--- config.mk ---
export PLATFORM = sky130hd
export DESIGN_NAME = rd_cmd_setup_flat
export DESIGN_NICKNAME = d
export VERILOG_FILES = /design/src/rd_axi_pkg.sv /design/src/rd_master_pkg.sv /design/src/rd_cmd_if.sv /design/src/rd_cmd_setup.sv /design/src/flat_wrapper.sv
export SDC_FILE = /design/constraint.sdc
export NUM_CORES = 1
export LEC_CHECK = 0
export ABC_AREA = 1
export BUFFER_PORTS_ARGS = -buffer_cell sky130_fd_sc_hd__buf_2
export CORE_MARGIN = 2
export CORE_UTILIZATION = 50
export DETAILED_ROUTE_END_ITERATION = 10
export HOLD_SLACK_MARGIN = 0.03
export PLACE_DENSITY = 0.84
export SLEW_MARGIN = 10
export SYNTH_ARGS = -nofsm -noshare
export SYNTH_HDL_FRONTEND = slang
export SYNTH_SLANG_ARGS = --single-unit
--- constraint.sdc ---
create_clock -name aclk -period 2 [get_ports aclk]
set_input_delay 0.1 -clock aclk [delete_from_list [all_inputs] [get_ports aclk]]
set_output_delay 0.1 -clock aclk [all_outputs]
set_load 0.05 [all_outputs]
--- src/rd_axi_pkg.sv ---
/*
 * Protocol limits of the memory-mapped read bus
 * Imported by the command setup, the burst issuer and the top level
 */

package rd_axi_pkg;

  ////////////////////////////////////////
  // Burst limits
  ////////////////////////////////////////

  // Most beats one burst may carry
  localparam int AXI_MAX_BURST_BEATS = 256;

  // Most bytes one burst may span, also the boundary a burst must not cross
  localparam int AXI_MAX_BURST_BYTES = 4096;

  ////////////////////////////////////////
  // Length field
  ////////////////////////////////////////

  // Burst length field holds beats minus one
  localparam int AXI_LEN_W = 8;

endpackage : rd_axi_pkg

--- src/rd_master_pkg.sv ---
/*
 * Sizing of the read master
 * Widths, outstanding-burst limit, FIFO depth and counter widths
 */

package rd_master_pkg;

  import rd_axi_pkg::*;

  // Bus and request widths
  localparam int ADDR_W      = 32;
  localparam int DATA_W      = 32;
  localparam int XFER_SIZE_W = 20;

  localparam int DATA_BYTES     = DATA_W / 8;
  localparam int LOG_DATA_BYTES = $clog2(DATA_BYTES);

  ////////////////////////////////////////
  // Burst geometry
  ////////////////////////////////////////

  // Smaller of the beat limit and the byte limit expressed in beats
  localparam int BURST_BEATS = (AXI_MAX_BURST_BYTES / DATA_BYTES < AXI_MAX_BURST_BEATS) ?
                               AXI_MAX_BURST_BYTES / DATA_BYTES : AXI_MAX_BURST_BEATS;
  localparam int LOG_BURST_BEATS = $clog2(BURST_BEATS);
  localparam int BURST_BYTES     = BURST_BEATS * DATA_BYTES;

  // Low address bits cleared to align a start address to a burst span
  localparam logic [ADDR_W-1:0] BURST_ADDR_MASK = ADDR_W'(BURST_BYTES - 1);

  ////////////////////////////////////////
  // Buffering and counters
  ////////////////////////////////////////

  localparam int MAX_OUTSTANDING = 4;

  // Holds every outstanding burst, rounded up to a power of two
  localparam int FIFO_DEPTH  = 2 ** $clog2(BURST_BEATS * MAX_OUTSTANDING);
  localparam int FIFO_ADDR_W = $clog2(FIFO_DEPTH);

  localparam int TOTAL_LEN_W  = XFER_SIZE_W - LOG_DATA_BYTES;
  localparam int BURST_CNT_W  = TOTAL_LEN_W - LOG_BURST_BEATS;
  localparam int CREDIT_CNT_W = $clog2(MAX_OUTSTANDING + 1);

endpackage : rd_master_pkg

--- src/rd_cmd_if.sv ---
/*
 * Prepared transfer command
 * Driven by the command setup, read by the burst issuer and the done tracker
 */

`timescale 1ns/1ps

interface rd_cmd_if import rd_master_pkg::*, rd_axi_pkg::*; ();

  // One-cycle pulse that starts a transfer
  logic                   load;
  // Burst-aligned first address
  logic [ADDR_W-1:0]      base_addr;
  // Number of bursts minus one
  logic [BURST_CNT_W-1:0] full_bursts;
  // Length field of the last burst
  logic [AXI_LEN_W-1:0]   final_len;

  modport setup   (output load, output base_addr, output full_bursts, output final_len);
  modport issuer  (input load, input base_addr, input full_bursts, input final_len);
  modport tracker (input load, input full_bursts);

endinterface : rd_cmd_if

--- src/rd_cmd_setup.sv ---
/*
 * Samples a read request on the start pulse
 * Rounds the byte count up to whole beats, aligns the address to a burst span
 * and splits the beat count into full bursts and a final burst length
 */

`timescale 1ns/1ps

module rd_cmd_setup import rd_master_pkg::*, rd_axi_pkg::*; (
  input  logic                   aclk,
  input  logic                   areset,
  input  logic                   start,
  input  logic [ADDR_W-1:0]      addr_offset,
  input  logic [XFER_SIZE_W-1:0] xfer_size,
  rd_cmd_if.setup                cmd
);

  logic                   start_d1;
  logic                   load_r;
  logic [TOTAL_LEN_W-1:0] size_beats;
  logic [TOTAL_LEN_W-1:0] total_len_r;
  logic [ADDR_W-1:0]      base_addr_r;
  logic [BURST_CNT_W-1:0] full_bursts_r;
  logic [AXI_LEN_W-1:0]   final_len_r;

  // Whole beats in the byte count, truncated
  assign size_beats = xfer_size[XFER_SIZE_W-1:LOG_DATA_BYTES];

  ////////////////////////////////////////
  // Start pulse delay
  ////////////////////////////////////////

  // Two stages give total_len_r and the split fields time to settle
  always_ff @(posedge aclk) begin
    if (areset) begin
      start_d1 <= 1'b0;
      load_r   <= 1'b0;
    end else begin
      start_d1 <= start;
      load_r   <= start_d1;
    end
  end

  ////////////////////////////////////////
  // Request capture and split
  ////////////////////////////////////////

  always_ff @(posedge aclk) begin
    if (start) begin
      // Beats minus one, rounded up when the count ends in a partial beat
      total_len_r <= (xfer_size[LOG_DATA_BYTES-1:0] != '0) ? size_beats
                                                           : size_beats - 1'b1;
      // Clear the low bits so no burst crosses a protocol boundary
      base_addr_r <= addr_offset & ~BURST_ADDR_MASK;
    end
    if (start_d1) begin
      // Upper bits count bursts, lower bits give the last burst length
      full_bursts_r <= total_len_r[TOTAL_LEN_W-1:LOG_BURST_BEATS];
      final_len_r   <= AXI_LEN_W'(total_len_r[LOG_BURST_BEATS-1:0]);
    end
  end

  assign cmd.load        = load_r;
  assign cmd.base_addr   = base_addr_r;
  assign cmd.full_bursts = full_bursts_r;
  assign cmd.final_len   = final_len_r;

endmodule : rd_cmd_setup

--- src/flat_wrapper.sv ---
// flat-port wrapper written by rule: the top's interface ports become plain ports
module rd_cmd_setup_flat import rd_master_pkg::*, rd_axi_pkg::*;
  (aclk, areset, start, addr_offset, xfer_size, cmd_load, cmd_base_addr, cmd_full_bursts, cmd_final_len);
  rd_cmd_if cmd_i ();
  input  logic aclk;
  input  logic areset;
  input  logic start;
  input  logic [ADDR_W-1:0] addr_offset;
  input  logic [XFER_SIZE_W-1:0] xfer_size;
  output wire logic [$bits(cmd_i.load)-1:0] cmd_load;
  output wire logic [$bits(cmd_i.base_addr)-1:0] cmd_base_addr;
  output wire logic [$bits(cmd_i.full_bursts)-1:0] cmd_full_bursts;
  output wire logic [$bits(cmd_i.final_len)-1:0] cmd_final_len;
  assign cmd_load = cmd_i.load;
  assign cmd_base_addr = cmd_i.base_addr;
  assign cmd_full_bursts = cmd_i.full_bursts;
  assign cmd_final_len = cmd_i.final_len;
  rd_cmd_setup u_core (.aclk(aclk), .areset(areset), .start(start), .addr_offset(addr_offset), .xfer_size(xfer_size), .cmd(cmd_i));
endmodule
==> results by group <==
Run status
  • Status: finished clean

Yosys
  • Leading cell type by number of instances after synthesis: edfxtp_1
  • Biggest area consumer among synthesized cells: edfxtp_1
  • Synth Cell Area: 2370 µm²
  • Flops & latches, synth: 60
  • Fraction of registers with async set/reset: 0
  • Sequential area share after synthesis: 0.751
  • Synth unique cells: 22
  • Post-Synthesis Cells: 175
  • Dominant cells by area after synthesis: edfxtp_1, nand2_1, buf_4, inv_1, xor2_1
  • Top cells by count, synth: edfxtp_1, nand2_1, inv_1, nor2_1, buf_4
  • YS warnings: 0
  • Main synth FF type: edfxtp_1
  • Area share of the largest cell type after synthesis: 0.735
  • Synthesized area per cell: 13.5 µm²
  • Post-synth EDFFs: 58

Detailed routing
  • First drt pass iteration count: 4
  • Initial DRC Count: 100
  • Total Wirelength: 5730 µm
  • Met1 wire length: 2000 µm
  • Met2 wire length: 3160 µm
  • Vias per cell: 4.95
  • Via Count: 1,753
  • Metal3 WL: 389 µm
  • Number of remaining DRC errors: 0
  • WL per Instance: 16.2 µm
  • Top Layer Used: met4
  • Post-route ant nets: 0

Cells and area
  • ANT cells: 0
  • Area delta synth->final: 38.5%
  • Layout Nets: 351
  • Layout cells sized above 1: 0.363
  • Filler cells: 289
  • Final core occ: 0.705
  • Finished Layout Cells: 354

Placed design
  • Final RePlAce weighted congestion: 0.891
  • Placed insts: 315
  • HPWL after detailed placement: 2970 µm
  • Port Buffers: 85

Die
  • Die area: 5310 µm²
  • Top-Level Pins: 106
  • Initial core utilization: 0.509
  • Die H: 72.9 µm
  • Num rows: 25
  • Core box area: 4660 µm²
  • Die width: 72.9 µm

Clock tree
  • Clk sinks: 60
  • Clock root cell: clkbuf_8
  • CTS H-tree lvls: 3
  • Clock Path Buffers: 2
  • Clk slew on worst S/H paths: 0.07 ns
  • Worst-skew pair later-pin latency: 0.33 ns
  • CTS tree: yes
  • Num CTS Buffers: 9

Pwr
  • Leakage power: 1.49 nW
  • PD cells: 983 nW/µm²
  • Worst VDD drop: 534 µV
  • Pwr Total: 3.23 mW

Worst setup path
  • Worst path required time: 1.90 ns
  • Setup crit end kind: output pin
  • CP cell instances: buf_2
  • CP startpoint kind: flop
  • Critical Path AT: 0.98 ns
  • Largest delay share family, worst path: flip-flops
  • Buf+Inv Stages, Crit Path: 1
  • Setup CP Type: reg2out
  • Max Fanout on Critical Path: 1
  • Critical Path Slowest Stage Cell: edfxtp_1
  • CP peak stage delay: 0.37 ns

Job
  • Max-Cap Viols: 0

STA
  • TNS Setup: 0 ns
  • RSZ-0062 raised after global routing: false
  • Worst slew pin tran: 0.640 ns
  • Hold Vio Cnt, Final: 0
  • Min cycle time layout: 1.08 ns
  • Clk_skew: 0.00572 ns
  • Final Max Slew Viols: 0
  • Fin crit share: 0.541
  • Slew HR: 0.573
  • Peak Freq: 924 MHz
  • Final setup vio count: 0
  • Hold WS: 0.0562 ns

GRT
  • GRT overflow: 0
  • All-Layer GR Usage: 0.231
  • First-pass GRT wire length: 8730 µm
  • Vias in the first global route: 1,784
  • Initial antenna violation count: 0
  • Pin count of the biggest net entering global routing: 28

Min path
  • Hold Path Class: in2reg
[sequential cells by signal (all words and copies together) (netlist names)]
signal / cells
u_core.cmd.load: 1
u_core.total_len_r: 18
u_core.cmd.base_addr: 22
u_core.start_d1: 1
u_core.cmd.full_bursts: 10
u_core.cmd.final_len: 8
[per-layer routing]
metal | up-vias | track usage
met4 | 0 | 0.107
met3 | 17 | 0.0552
met1 | 821 | 0.236
met5 | - | 0
met2 | 104 | 0.436
li1 | 811 | -
[cells in the final DEF, fill, tap and decap left out]
master,synthesis,layout
buf_2,0,85
buf_4,10,2
bufinv_16,0,2
clkbuf_1,0,1
clkbuf_8,0,10
clkinv_2,0,3
conb_1,1,10
dfxtp_1,2,2
dlygate4sd3_1,0,23
edfxtp_1,58,58
ha_1,1,1
inv_1,20,20
inv_2,1,1
nand2_1,35,35
nand2_2,1,1
nand2_4,1,1
nand3_1,8,8
nand3b_1,2,2
nand4_1,4,4
nor2_1,15,15
nor2_2,2,2
nor2_4,1,1
nor2_8,1,1
nor3_1,2,2
o21ai_0,1,1
o21ai_1,1,1
xnor2_1,1,1
xor2_1,7,7
[logic make-up (layout without fill, tap and decap cells)]
family | after synthesis | in the layout | synth area share
other | 1 | 10 | 0.00158
DFF | 60 | 60 | 0.751
buffers and inverters | 31 | 147 | 0.0649
adders and majority gates | 1 | 1 | 0.00528
xor gates and xnor gates | 8 | 8 | 0.0296
and+or+nand+nor | 72 | 72 | 0.143
AOI/OAI and AO/OA | 2 | 2 | 0.00422
[report_power, final]
| group | total (mW) | leakage [nW] | internal, mW | switching, mW |
|---|---|---|---|---|
| Sequential | 1.52 | 0.577 | 1.49 | 0.0316 |
| Combinational | 0.508 | 0.796 | 0.123 | 0.385 |
| Clock | 1.20 | 0.113 | 0.730 | 0.468 |
[path summary, 6_finish.rpt]
| kind | from | endpoint | slack [ns] | cells past startpoint |
|---|---|---|---|---|
| setup / recovery | u_core.cmd.full_bursts[2]$_DFFE_PP_ | cmd_full_bursts[2] | 0.92 | 1 |
| hold / removal | xfer_size[2] | u_core.total_len_r[0]$_DFFE_PP_ | 0.06 | 3 |
| setup reg to reg | u_core.start_d1$_SDFF_PP0_ | u_core.cmd.full_bursts[4]$_DFFE_PP_ | 1.08 | 1 |
| hold reg to reg | u_core.total_len_r[8]$_DFFE_PP_ | u_core.cmd.full_bursts[0]$_DFFE_PP_ | 0.42 | 0 |
[per-stage QoR]
stage	area, µm²	setup slack, ns
floorplan	2400	0.898
global placement	2840	0.670
detailed placement	2840	0.621
CTS	3280	0.957
global route	3280	0.780
finish	3280	0.918
[cell type report]
| type | instances | area, µm² | area share |
|---|---|---|---|
| clock buffers | 11 | 141 | 0.0430 |
| clock inverters | 5 | 75.1 | 0.0229 |
| inverters | 21 | 78.8 | 0.0240 |
| multi-input cells | 93 | 469 | 0.143 |
| flip-flops and latches | 60 | 1780 | 0.542 |
| well taps | 54 | 67.6 | 0.0206 |
| repair buffers | 110 | 671 | 0.204 |
[what timing repair did]
action                                  in CTS  in global routing
resized for setup                            0                  0
endpoints found under the setup margin       0                  0
setup buffers                                0                  0
hold endpoints to repair                    24                  0
hold buffers                                23                  0
No activity file was read; power rests on OpenSTA's default activity.
