==> src/rd_axi_pkg.sv <==
/*
 * Protocol limits of the memory-mapped read bus
 * Imported by the command setup, the burst issuer and the top level
 */

package rd_axi_pkg;

  ////////////////////////////////////////
  // Burst limits
  ////////////////////////////////////////

  // Most beats one burst may carry
  localparam int AXI_MAX_BURST_BEATS = 256;

  // Most bytes one burst may span, also the boundary a burst must not cross
  localparam int AXI_MAX_BURST_BYTES = 4096;

  ////////////////////////////////////////
  // Length field
  ////////////////////////////////////////

  // Burst length field holds beats minus one
  localparam int AXI_LEN_W = 8;

endpackage : rd_axi_pkg

==> src/rd_master_pkg.sv <==
/*
 * Sizing of the read master
 * Widths, outstanding-burst limit, FIFO depth and counter widths
 */

package rd_master_pkg;

  import rd_axi_pkg::*;

  // Bus and request widths
  localparam int ADDR_W      = 32;
  localparam int DATA_W      = 32;
  localparam int XFER_SIZE_W = 20;

  localparam int DATA_BYTES     = DATA_W / 8;
  localparam int LOG_DATA_BYTES = $clog2(DATA_BYTES);

  ////////////////////////////////////////
  // Burst geometry
  ////////////////////////////////////////

  // Smaller of the beat limit and the byte limit expressed in beats
  localparam int BURST_BEATS = (AXI_MAX_BURST_BYTES / DATA_BYTES < AXI_MAX_BURST_BEATS) ?
                               AXI_MAX_BURST_BYTES / DATA_BYTES : AXI_MAX_BURST_BEATS;
  localparam int LOG_BURST_BEATS = $clog2(BURST_BEATS);
  localparam int BURST_BYTES     = BURST_BEATS * DATA_BYTES;

  // Low address bits cleared to align a start address to a burst span
  localparam logic [ADDR_W-1:0] BURST_ADDR_MASK = ADDR_W'(BURST_BYTES - 1);

  ////////////////////////////////////////
  // Buffering and counters
  ////////////////////////////////////////

  localparam int MAX_OUTSTANDING = 4;

  // Holds every outstanding burst, rounded up to a power of two
  localparam int FIFO_DEPTH  = 2 ** $clog2(BURST_BEATS * MAX_OUTSTANDING);
  localparam int FIFO_ADDR_W = $clog2(FIFO_DEPTH);

  localparam int TOTAL_LEN_W  = XFER_SIZE_W - LOG_DATA_BYTES;
  localparam int BURST_CNT_W  = TOTAL_LEN_W - LOG_BURST_BEATS;
  localparam int CREDIT_CNT_W = $clog2(MAX_OUTSTANDING + 1);

endpackage : rd_master_pkg

==> src/rd_cmd_if.sv <==
/*
 * Prepared transfer command
 * Driven by the command setup, read by the burst issuer and the done tracker
 */

`timescale 1ns/1ps

interface rd_cmd_if import rd_master_pkg::*, rd_axi_pkg::*; ();

  // One-cycle pulse that starts a transfer
  logic                   load;
  // Burst-aligned first address
  logic [ADDR_W-1:0]      base_addr;
  // Number of bursts minus one
  logic [BURST_CNT_W-1:0] full_bursts;
  // Length field of the last burst
  logic [AXI_LEN_W-1:0]   final_len;

  modport setup   (output load, output base_addr, output full_bursts, output final_len);
  modport issuer  (input load, input base_addr, input full_bursts, input final_len);
  modport tracker (input load, input full_bursts);

endinterface : rd_cmd_if

==> src/rd_burst_issuer.sv <==
/*
 * Read address channel driver
 * Issues one burst per handshake until the command is used up, and stalls
 * while all outstanding-burst credit is taken
 */

`timescale 1ns/1ps

module rd_burst_issuer import rd_master_pkg::*, rd_axi_pkg::*; (
  input  logic                 aclk,
  input  logic                 areset,
  rd_cmd_if.issuer             cmd,
  output logic                 arvalid,
  input  logic                 arready,
  output logic [ADDR_W-1:0]    araddr,
  output logic [AXI_LEN_W-1:0] arlen,
  input  logic                 burst_drained
);

  logic              ar_hs;
  logic              idle;
  logic              arvalid_r;
  logic [ADDR_W-1:0] addr_r;
  logic              last_burst;
  logic              credit_zero;

  assign ar_hs = arvalid_r & arready;

  ////////////////////////////////////////
  // Counters
  ////////////////////////////////////////

  // Bursts left to issue, zero while the last one is on the bus
  rd_updown_counter #(
    .width      (BURST_CNT_W),
    .init_value ('0)
  ) i_burst_cnt (
    .aclk       (aclk),
    .areset     (areset),
    .load       (cmd.load),
    .incr       (1'b0),
    .decr       (ar_hs),
    .load_value (cmd.full_bursts),
    .count      (),
    .is_zero    (last_burst)
  );

  // One credit per burst the FIFO can still take
  // Taken at each handshake, returned when a burst end leaves the stream
  rd_updown_counter #(
    .width      (CREDIT_CNT_W),
    .init_value (CREDIT_CNT_W'(MAX_OUTSTANDING))
  ) i_credit_cnt (
    .aclk       (aclk),
    .areset     (areset),
    .load       (1'b0),
    .incr       (burst_drained),
    .decr       (ar_hs),
    .load_value ('0),
    .count      (),
    .is_zero    (credit_zero)
  );

  ////////////////////////////////////////
  // Address channel control
  ////////////////////////////////////////

  // Busy from load until the last burst is accepted
  always_ff @(posedge aclk) begin
    if (areset) begin
      idle <= 1'b1;
    end else if (cmd.load) begin
      idle <= 1'b0;
    end else if (ar_hs && last_burst) begin
      idle <= 1'b1;
    end
  end

  // Valid drops for one cycle after every handshake
  // so the credit and burst counts are current before the next request
  always_ff @(posedge aclk) begin
    if (areset) begin
      arvalid_r <= 1'b0;
    end else if (!arvalid_r && !idle && !credit_zero) begin
      arvalid_r <= 1'b1;
    end else if (arready) begin
      arvalid_r <= 1'b0;
    end
  end

  // Running burst address
  always_ff @(posedge aclk) begin
    if (cmd.load) begin
      addr_r <= cmd.base_addr;
    end else if (ar_hs) begin
      addr_r <= addr_r + ADDR_W'(BURST_BYTES);
    end
  end

  assign arvalid = arvalid_r;
  assign araddr  = addr_r;
  // Full bursts carry the maximum length field
  assign arlen   = last_burst ? cmd.final_len : AXI_LEN_W'(BURST_BEATS - 1);

endmodule : rd_burst_issuer

==> src/rd_updown_counter.sv <==
/*
 * Loadable up/down counter with a zero flag
 * Counts bursts left to issue, bursts left to receive and burst credit
 */

`timescale 1ns/1ps

module rd_updown_counter #(
  parameter int               width      = 8,
  parameter logic [width-1:0] init_value = '0
) (
  input  logic             aclk,
  input  logic             areset,
  input  logic             load,
  input  logic             incr,
  input  logic             decr,
  input  logic [width-1:0] load_value,
  output logic [width-1:0] count,
  output logic             is_zero
);

  logic [width-1:0] count_r;

  // Load wins over counting
  // Increment and decrement in the same cycle leave the value alone
  always_ff @(posedge aclk) begin
    if (areset) begin
      count_r <= init_value;
    end else if (load) begin
      count_r <= load_value;
    end else if (incr && !decr) begin
      count_r <= count_r + 1'b1;
    end else if (decr && !incr) begin
      count_r <= count_r - 1'b1;
    end
  end

  assign count   = count_r;
  assign is_zero = (count_r == '0);

endmodule : rd_updown_counter

==> src/flat_wrapper.sv <==
// flat-port wrapper written by rule: the top's interface ports become plain ports
module rd_burst_issuer_flat import rd_master_pkg::*, rd_axi_pkg::*;
  (aclk, areset, arvalid, arready, araddr, arlen, burst_drained, cmd_load, cmd_base_addr, cmd_full_bursts, cmd_final_len);
  rd_cmd_if cmd_i ();
  input  logic aclk;
  input  logic areset;
  output logic arvalid;
  input  logic arready;
  output logic [ADDR_W-1:0] araddr;
  output logic [AXI_LEN_W-1:0] arlen;
  input  logic burst_drained;
  input wire logic [$bits(cmd_i.load)-1:0] cmd_load;
  input wire logic [$bits(cmd_i.base_addr)-1:0] cmd_base_addr;
  input wire logic [$bits(cmd_i.full_bursts)-1:0] cmd_full_bursts;
  input wire logic [$bits(cmd_i.final_len)-1:0] cmd_final_len;
  assign cmd_i.load = cmd_load;
  assign cmd_i.base_addr = cmd_base_addr;
  assign cmd_i.full_bursts = cmd_full_bursts;
  assign cmd_i.final_len = cmd_final_len;
  rd_burst_issuer u_core (.aclk(aclk), .areset(areset), .cmd(cmd_i), .arvalid(arvalid), .arready(arready), .araddr(araddr), .arlen(arlen), .burst_drained(burst_drained));
endmodule
==> config.mk <==
export PLATFORM = sky130hd
export DESIGN_NAME = rd_burst_issuer_flat
export DESIGN_NICKNAME = d
export VERILOG_FILES = /design/src/rd_axi_pkg.sv /design/src/rd_master_pkg.sv /design/src/rd_cmd_if.sv /design/src/rd_burst_issuer.sv /design/src/rd_updown_counter.sv /design/src/flat_wrapper.sv
export SDC_FILE = /design/constraint.sdc
export NUM_CORES = 1
export LEC_CHECK = 0
export BUFFER_PORTS_ARGS = -buffer_cell sky130_fd_sc_hd__buf_2
export CAP_MARGIN = 20
export CORE_ASPECT_RATIO = 1.25
export CORE_MARGIN = 1.5
export CORE_UTILIZATION = 54
export DETAILED_ROUTE_END_ITERATION = 12
export HOLD_SLACK_MARGIN = 0.15
export PLACE_DENSITY = 0.92
export SKIP_LAST_GASP = 1
export SLEW_MARGIN = 5
export SYNTH_ARGS = -nofsm -noshare
export SYNTH_HDL_FRONTEND = slang
export SYNTH_HIERARCHICAL = 1
export SYNTH_SLANG_ARGS = --single-unit
==> constraint.sdc <==
create_clock -name aclk -period 5.4 [get_ports aclk]
set_input_delay 1.08 -clock aclk [delete_from_list [all_inputs] [get_ports aclk]]
set_output_delay 1.08 -clock aclk [all_outputs]
set_load 0.02 [all_outputs]
==> run_results.csv, run 1 <==
group,metric,value,unit
power_and_ir_drop,p_seq_share,49.9,%
floorplanning,core-area,5150,um2
final_layout,layout.nets,472,
critical_path,cp_max_fo,8,
placement,io_buffers,95,
critical_path,critPathMaxStageDelay,0.51,ns
critical_path,reg2reg_from,"u_core/araddr[20]$_DFFE_PN_",
timing,fmax,326,MHz
power_and_ir_drop,p_sw,0.298,mW
floorplanning,ios,96,
placement,place_congestion,0.872,
final_layout,layout-drive-gt1-share,30.7,%
drt,firstDrtPassIters,4,
timing,finalMaxSlewViolations,0,
final_layout,fillers,412,
power_and_ir_drop,switching_share,32.4,%
power_and_ir_drop,power_frac_comb,27.5,%
logic_synthesis,synth_xor_xnor_area_share,6.57,%
logic_synthesis,synthAdderAreaFrac,5.24,%
critical_path,startpoint,"u_core/i_burst_cnt/count[9]$_SDFFE_PP0P_",
grt,first_global_vias,2435,
timing,timing.slew.headroom,62.7,%
grt,grt_pass1_wl,10800,um
logic_synthesis,ys.warnings.count,6,
timing,holdWs,0.514,ns
timing,setup_tns,0,ns
critical_path,worstSetupStartpointType,"register",
min_path,min_from,"u_core/i_credit_cnt/count[2]$_SDFFE_PP1P_",
logic_synthesis,synth_edf_count,32,
timing,tightest_slew,0.559,ns
outcome,outcome,"complete, no violations",
final_layout,fin_util,68.9,%
clock_network,cts.hold.buffers_added,0,
clock_network,root_buffer,"clkbuf_8",
logic_synthesis,synthCells,303,
clock_network,cts.clk_slew.worst_paths,0.09,ns
floorplanning,start_util,56.5,%
power_and_ir_drop,pwr-share-clk,22.6,%
power_and_ir_drop,power,0.920,mW
critical_path,path_buf_inv,2,
power_and_ir_drop,ir_worst_vdd,0.142,mV
floorplanning,die_y,85.1,um
logic_synthesis,seq_area_frac_synth,43.3,%
logic_synthesis,async_flop_share,0,%
final_layout,synthToLayoutAreaGrowth,21.9,%
logic_synthesis,synth_top_family_by_area,"simple AND/OR/NAND/NOR gates",
clock_network,numCtsBuffers,5,
critical_path,setup.worst_path.end_class,"primary output",
logic_synthesis,synth_compound_area_share,14.9,%
timing,fin_worst_skew,0.0111,ns
drt,vias,2693,
floorplanning,die_w,68.7,um
floorplanning,rows,29,
grt,gr-total-overflow,0,
drt,drc,0,
clock_network,clk_latency,0.30,ns
power_and_ir_drop,pwr_density_cell,259,nW/um2
power_and_ir_drop,p_int,0.622,mW
min_path,hold_path_class,"register to register",
drt,ant_nets,0,
drt,viasPerCell,5.74,
logic_synthesis,synthSimpleGateAreaFrac,24.9,%
floorplanning,die-area,5850,um2
job,maxCapViolCount,0,
drt,wl_per_cell,14.6,um
final_layout,fin_cells,469,
logic_synthesis,muxShareOfSynthArea,1.59,%
placement,dp.cells,461,
final_layout,antenna_cells,0,
critical_path,critPathTopFamily,"simple AND/OR/NAND/NOR gates",
logic_synthesis,synthFlopType,"edfxtp_1",
timing,hold_viol_final,0,
power_and_ir_drop,leakage,1.47,nW
logic_synthesis,synth-seq-cells,47,
grt,antenna_found_initial,0,
timing,setup_viol,0,
drt,drt_iter0_markers,305,
timing,rsz0062_at_grt,"no",
critical_path,slowest_stage,"or4_1",
placement,dp_hpwl,5190,um
grt,grt_start_max_net_pins,48,
grt,track_usage,24.0,%
clock_network,post_cts_buffers,0,
logic_synthesis,yosysUniqueCellTypes,62,
logic_synthesis,netlist_area,2910,um2
clock_network,cts_resized,0,
timing,layout_min_cycle_time,3.07,ns
clock_network,tritoncts,"yes",
critical_path,worstPathArrival,1.99,ns
timing,period_share,56.9,%
logic_synthesis,syn_area_per_cell,9.61,um2
critical_path,crit_required,4.32,ns
critical_path,crit_chain,"or4_1, nor4_1, buf_4, nand2b_1, buf_2",
clock_network,clkSinkCount,47,
clock_network,h-tree-depth,2,
critical_path,crit_type,"register to primary output",
clock_network,cts_max_path_buffers,2,
drt,routed_wirelength,6840,um
-- final timing paths --
kind,slack (ns),endpoint,cells after the start
setup reg to reg,3.31,u_core/araddr[31]$_DFFE_PN_,4
hold reg to reg,0.51,u_core/i_credit_cnt/count[2]$_SDFFE_PP1P_,2
setup / recovery,2.33,arlen[3],5
hold / removal,0.51,u_core/i_credit_cnt/count[2]$_SDFFE_PP1P_,2
-- layout make-up --
cell class,instances,area (um2),area share [%]
multi-input combinational,243,1590,44.8
sequential,47,1260,35.5
timing repair buffer,97,490,13.8
tap,62,77.6,2.19
clock buffer,6,72.6,2.04
inverter,12,45.0,1.27
clock inverter,2,12.5,0.352
-- synthesized netlist by cell type, types with 2 or more instances --
master	number	area (um2)
o21ai_0	17	85.1
xor2_1	9	78.8
dfxtp_1	15	300
nor4_1	6	37.5
clkbuf_1	7	26.3
nor2_1	21	78.8
nand2_1	28	105
o221ai_1	2	17.5
o21ai_1	3	15.0
o31ai_1	6	45.0
inv_1	11	41.3
o311ai_1	2	17.5
nand4_1	4	25.0
and3_1	2	12.5
a21boi_1	2	15.0
a21oi_2	2	17.5
a21oi_1	11	55.1
or4_1	7	52.6
fa_1	2	40.0
nand3_1	9	45.0
xnor2_1	11	96.3
nand3b_1	5	37.5
or2_2	3	18.8
a31oi_1	9	56.3
nand4_2	2	25.0
nand2b_1	9	56.3
a211oi_1	2	15.0
ha_1	9	113
or3b_1	2	17.5
o21ai_2	2	17.5
mux2i_1	2	20.0
and2_1	12	75.1
edfxtp_1	32	961
nor3_1	9	45.0
-- metrics by stage --
step / setup WS, ns / instance area [um2]
floorplan: 2.44 / 2950
global placement: 2.65 / 3460
detailed placement: 2.58 / 3460
CTS: 2.30 / 3550
global route: 2.17 / 3550
finish: 2.33 / 3550
-- power by group through the flow --
stage	Combinational (mW)	Sequential, mW	Clock (mW)
6_report	0.253	0.459	0.208
5_1_grt	0.279	0.465	0.230
4_1_cts	0.251	0.459	0.214
3_5_place_dp	0.249	0.467	0
3_3_place_gp	0.243	0.464	0
2_1_floorplan	0.150	0.486	0
-- registers in the layout (all words and copies together), names as in the netlist --
register	flops
u_core/i_credit_cnt/count	3
u_core/araddr	32
u_core/idle	1
u_core/i_burst_cnt/count	10
u_core/arvalid	1
-- metal layers --
layer  vias up  GRT usage, %  routed length (um)
met5         -             0                   0
met4         0          8.56                 128
met3        17          5.17                 566
met2       159          42.7                3560
met1      1212          27.5                2590
li1       1305             -                   -
-- cells by family (layout without fill, tap and decap cells) --
family	after synthesis	count (layout)
xor+xnor	21	21
mux	4	4
simple gates	130	130
buf+inv	23	117
other cells	1	11
fa+ha+maj	11	11
compound gates	66	66
flops	47	47
-- layout by cell type (no fill, tap or decap), types with 11 or more instances in the layout --
cell / Yosys / layout
a21oi_1: 11 / 11
and2_1: 12 / 12
buf_2: 0 / 95
conb_1: 1 / 11
dfxtp_1: 15 / 15
edfxtp_1: 32 / 32
inv_1: 11 / 11
nand2_1: 28 / 28
nor2_1: 21 / 21
o21ai_0: 17 / 17
xnor2_1: 11 / 11
-- worst min-delay path: stages, from the launching register on --
cell      delay, ns
dfxtp_1        0.33
nand4_1        0.07
nand3b_1       0.07
Note: power is estimated with default switching activity, not from simulation.
==> inputs of run 2 (changes only) <==
ABC_AREA = 1   (was unset)
CORE_UTILIZATION = 52   (was 54)
PLACE_DENSITY = 0.87   (was 0.92)
clock period = 3.2 ns   (was 5.4 ns; I/O delays follow)
==> run 2 against run 1 <==
Die area grew 15%. Setup slack lost 1.6 ns. Final cell count grew 36%. Sequential power grew 69%. Critical path depth grew 1. Worst hold slack lost 0.019 ns. Clock skew grew 0.0028 ns. Global-route usage shrank 1.1 points. Synthesized cell count grew 49%. Non-clock buffer count grew 1. First-iteration DRC count shrank 51%. Design area grew 11%. Highest routed layer unchanged.
==> run_results.csv, run 2 <==
group,metric,value,unit
critical_path,crit_required,2.56,ns
clock_network,cts.hold.buffers_added,0,
drt,vias,3129,
floorplanning,rows,31,
placement,place_congestion,0.850,
final_layout,layout_common_cells,"nand2_1, buf_2, inv_1",
power_and_ir_drop,ir_worst_vdd,0.219,mV
final_layout,final_area,3920,um2
drt,viasPerCell,4.89,
critical_path,cp_max_fo,9,
logic_synthesis,netlist_area,3230,um2
logic_synthesis,synthCells,452,
logic_synthesis,synth-seq-cells,47,
timing,period_share,76.3,%
power_and_ir_drop,power,1.69,mW
floorplanning,die_y,91.2,um
drt,drc,0,
placement,io_buffers,95,
logic_synthesis,yosysUniqueCellTypes,36,
logic_synthesis,async_flop_share,0,%
grt,track_usage,22.9,%
final_layout,fillers,528,
drt,drt_iter0_markers,150,
logic_synthesis,syn_area_per_cell,7.15,um2
logic_synthesis,ys.warnings.count,6,
final_layout,largest_register_ff_count,32,
final_layout,fin_cells,640,
timing,fin_worst_skew,0.0139,ns
job,maxCapViolCount,0,
final_layout,multi_input_area,1710,um2
clock_network,clkSinkCount,47,
floorplanning,die_w,73.5,um
final_layout,layout.nets,623,
logic_synthesis,synth_top_cells_by_count,"nand2_1, inv_1, nand3_1, nor2_1, edfxtp_1",
logic_synthesis,synth_most_common_cell,"nand2_1",
clock_network,root_buffer,"clkbuf_8",
critical_path,worstSetupStartpointType,"register",
clock_network,numCtsBuffers,5,
logic_synthesis,synthFlopType,"edfxtp_1",
final_layout,antenna_cells,0,
grt,gr-total-overflow,0,
final_layout,synthToLayoutAreaGrowth,21.3,%
timing,hold_viol_final,0,
min_path,hold_depth,2,
clock_network,cts_resized,0,
placement,place_area,3820,um2
logic_synthesis,seq_area_frac_synth,39.0,%
power_and_ir_drop,leakage,1.98,nW
logic_synthesis,yosysTopAreaCellShare,29.7,%
grt,first_global_vias,2921,
outcome,outcome,"complete, no violations",
timing,layout_min_cycle_time,2.44,ns
timing,setup_viol,0,
min_path,hold_path_class,"register to register",
critical_path,setup.worst_path.end_class,"primary output",
critical_path,crit_type,"register to primary output",
critical_path,rrSetupSlack,1.40,ns
logic_synthesis,synth_edf_count,32,
clock_network,clk_latency,0.30,ns
clock_network,cts_max_path_buffers,2,
drt,ant_nets,0,
power_and_ir_drop,pwr_density_cell,430,nW/um2
logic_synthesis,synth_area_leader_cell,"edfxtp_1",
placement,dp_hpwl,5760,um
critical_path,worstReg2RegEnd,"u_core/i_burst_cnt/count[8]$_SDFFE_PP0P_",
final_layout,seqCellArea,1260,um2
logic_synthesis,synthTopCellsByArea,"edfxtp_1, nand2_1, dfxtp_1, inv_1, nand3_1",
drt,wl_per_cell,11.5,um
timing,finalMaxSlewViolations,0,
clock_network,cts.clk_slew.worst_paths,0.09,ns
clock_network,post_cts_buffers,0,
grt,grt_start_max_net_pins,51,
grt,antenna_found_initial,0,
grt,grt_pass1_wl,12200,um
floorplanning,start_util,54.8,%
clock_network,h-tree-depth,2,
timing,rsz0062_at_grt,"no",
final_layout,layout-drive-gt1-share,25.8,%
critical_path,worst-r2r-cell-count,9,
critical_path,worstPathArrival,1.80,ns
drt,firstDrtPassIters,5,
floorplanning,die-area,6700,um2
floorplanning,ios,96,
timing,setup_tns,0,ns
min_path,min_from,"u_core/i_burst_cnt/count[7]$_SDFFE_PP0P_",
critical_path,reg2reg_from,"u_core/i_burst_cnt/count[0]$_SDFFE_PP0P_",
floorplanning,core-area,5900,um2
timing,fmax,410,MHz
placement,dp.cells,632,
final_layout,layout_commonest_cell,"nand2_1",
min_path,hold_path_end,"u_core/i_burst_cnt/count[7]$_SDFFE_PP0P_",
clock_network,tritoncts,"yes",
drt,routed_wirelength,7370,um
run 2: changes by cell type in the layout (fill, tap and decap cells not counted), moves of 9 or more:
| cell | change |
|---|---|
| nor2_1 | +16 |
| nand2b_1 | -9 |
| xnor2_1 | -11 |
| nand3_1 | +29 |
| nand2_2 | +10 |
| nand2_1 | +120 |
| and2_1 | -11 |
| inv_1 | +48 |
run 2: cell families after synthesis:
logic type | count (synthesis) | synth area share (%)
adder cells (fa/ha/maj) | 11 | 4.72
flip-flops | 47 | 39.0
other | 1 | 0.116
AND/OR/NAND/NOR | 266 | 37.1
XOR/XNOR | 6 | 1.63
buffers and inverters | 72 | 8.90
AO/OA/AOI/OAI | 49 | 8.51
run 2: worst max-delay path by stage:
stage	startpoint	to	slack, ns	cells past startpoint
5_1_grt	u_core/i_burst_cnt/count[0]$_SDFFE_PP0P_	arlen[4]	0.59	6
2_1_floorplan	cmd_load	u_core/araddr[10]$_DFFE_PN_	1.33	3
3_5_place_dp	u_core/i_burst_cnt/count[0]$_SDFFE_PP0P_	arlen[3]	1.09	6
6_report	u_core/i_burst_cnt/count[0]$_SDFFE_PP0P_	arlen[3]	0.76	6
4_1_cts	u_core/i_burst_cnt/count[0]$_SDFFE_PP0P_	arlen[3]	0.75	6
3_3_place_gp	u_core/i_burst_cnt/count[0]$_SDFFE_PP0P_	arlen[6]	1.13	6
run 2: layer usage:
metal	wire length (um)	track usage, %
met4	136	9.57
met2	3950	41.7
met3	437	2.55
met1	2850	26.3
met5	0	0
run 2: cell type report:
type | count | share of cell area, %
tap | 82 | 2.62
timing repair buffer | 98 | 12.7
clock inverter | 1 | 0.766
clock buffer | 7 | 1.95
multi-input combinational | 341 | 43.7
inverter | 64 | 6.12
sequential | 47 | 32.2
run 2: critical path, stage by stage (launching register included):
cell,delay (ns)
dfxtp_1,0.37
nor4_1,0.31
nand2_1,0.09
nor3_1,0.14
inv_1,0.15
or2_2,0.30
buf_2,0.16
run 2: power breakdown:
group	total, mW	switching [mW]	internal, mW
Combinational	0.485	0.303	0.182
Sequential	0.777	0.0584	0.718
Clock	0.426	0.192	0.234
Total	1.69	0.553	1.13
run 2: per-stage QoR:
| stage | utilization, % | setup slack, ns | hold slack (ns) |
|---|---|---|---|
| 2_1_floorplan | - | 1.33 | 0.448 |
| 3_5_place_dp | 64.7 | 1.09 | 0.475 |
| 3_3_place_gp | 64.7 | 1.13 | 0.463 |
| 5_1_grt | 66.5 | 0.591 | 0.513 |
| 6_report | 66.5 | 0.759 | 0.495 |
| 4_1_cts | 66.5 | 0.753 | 0.493 |
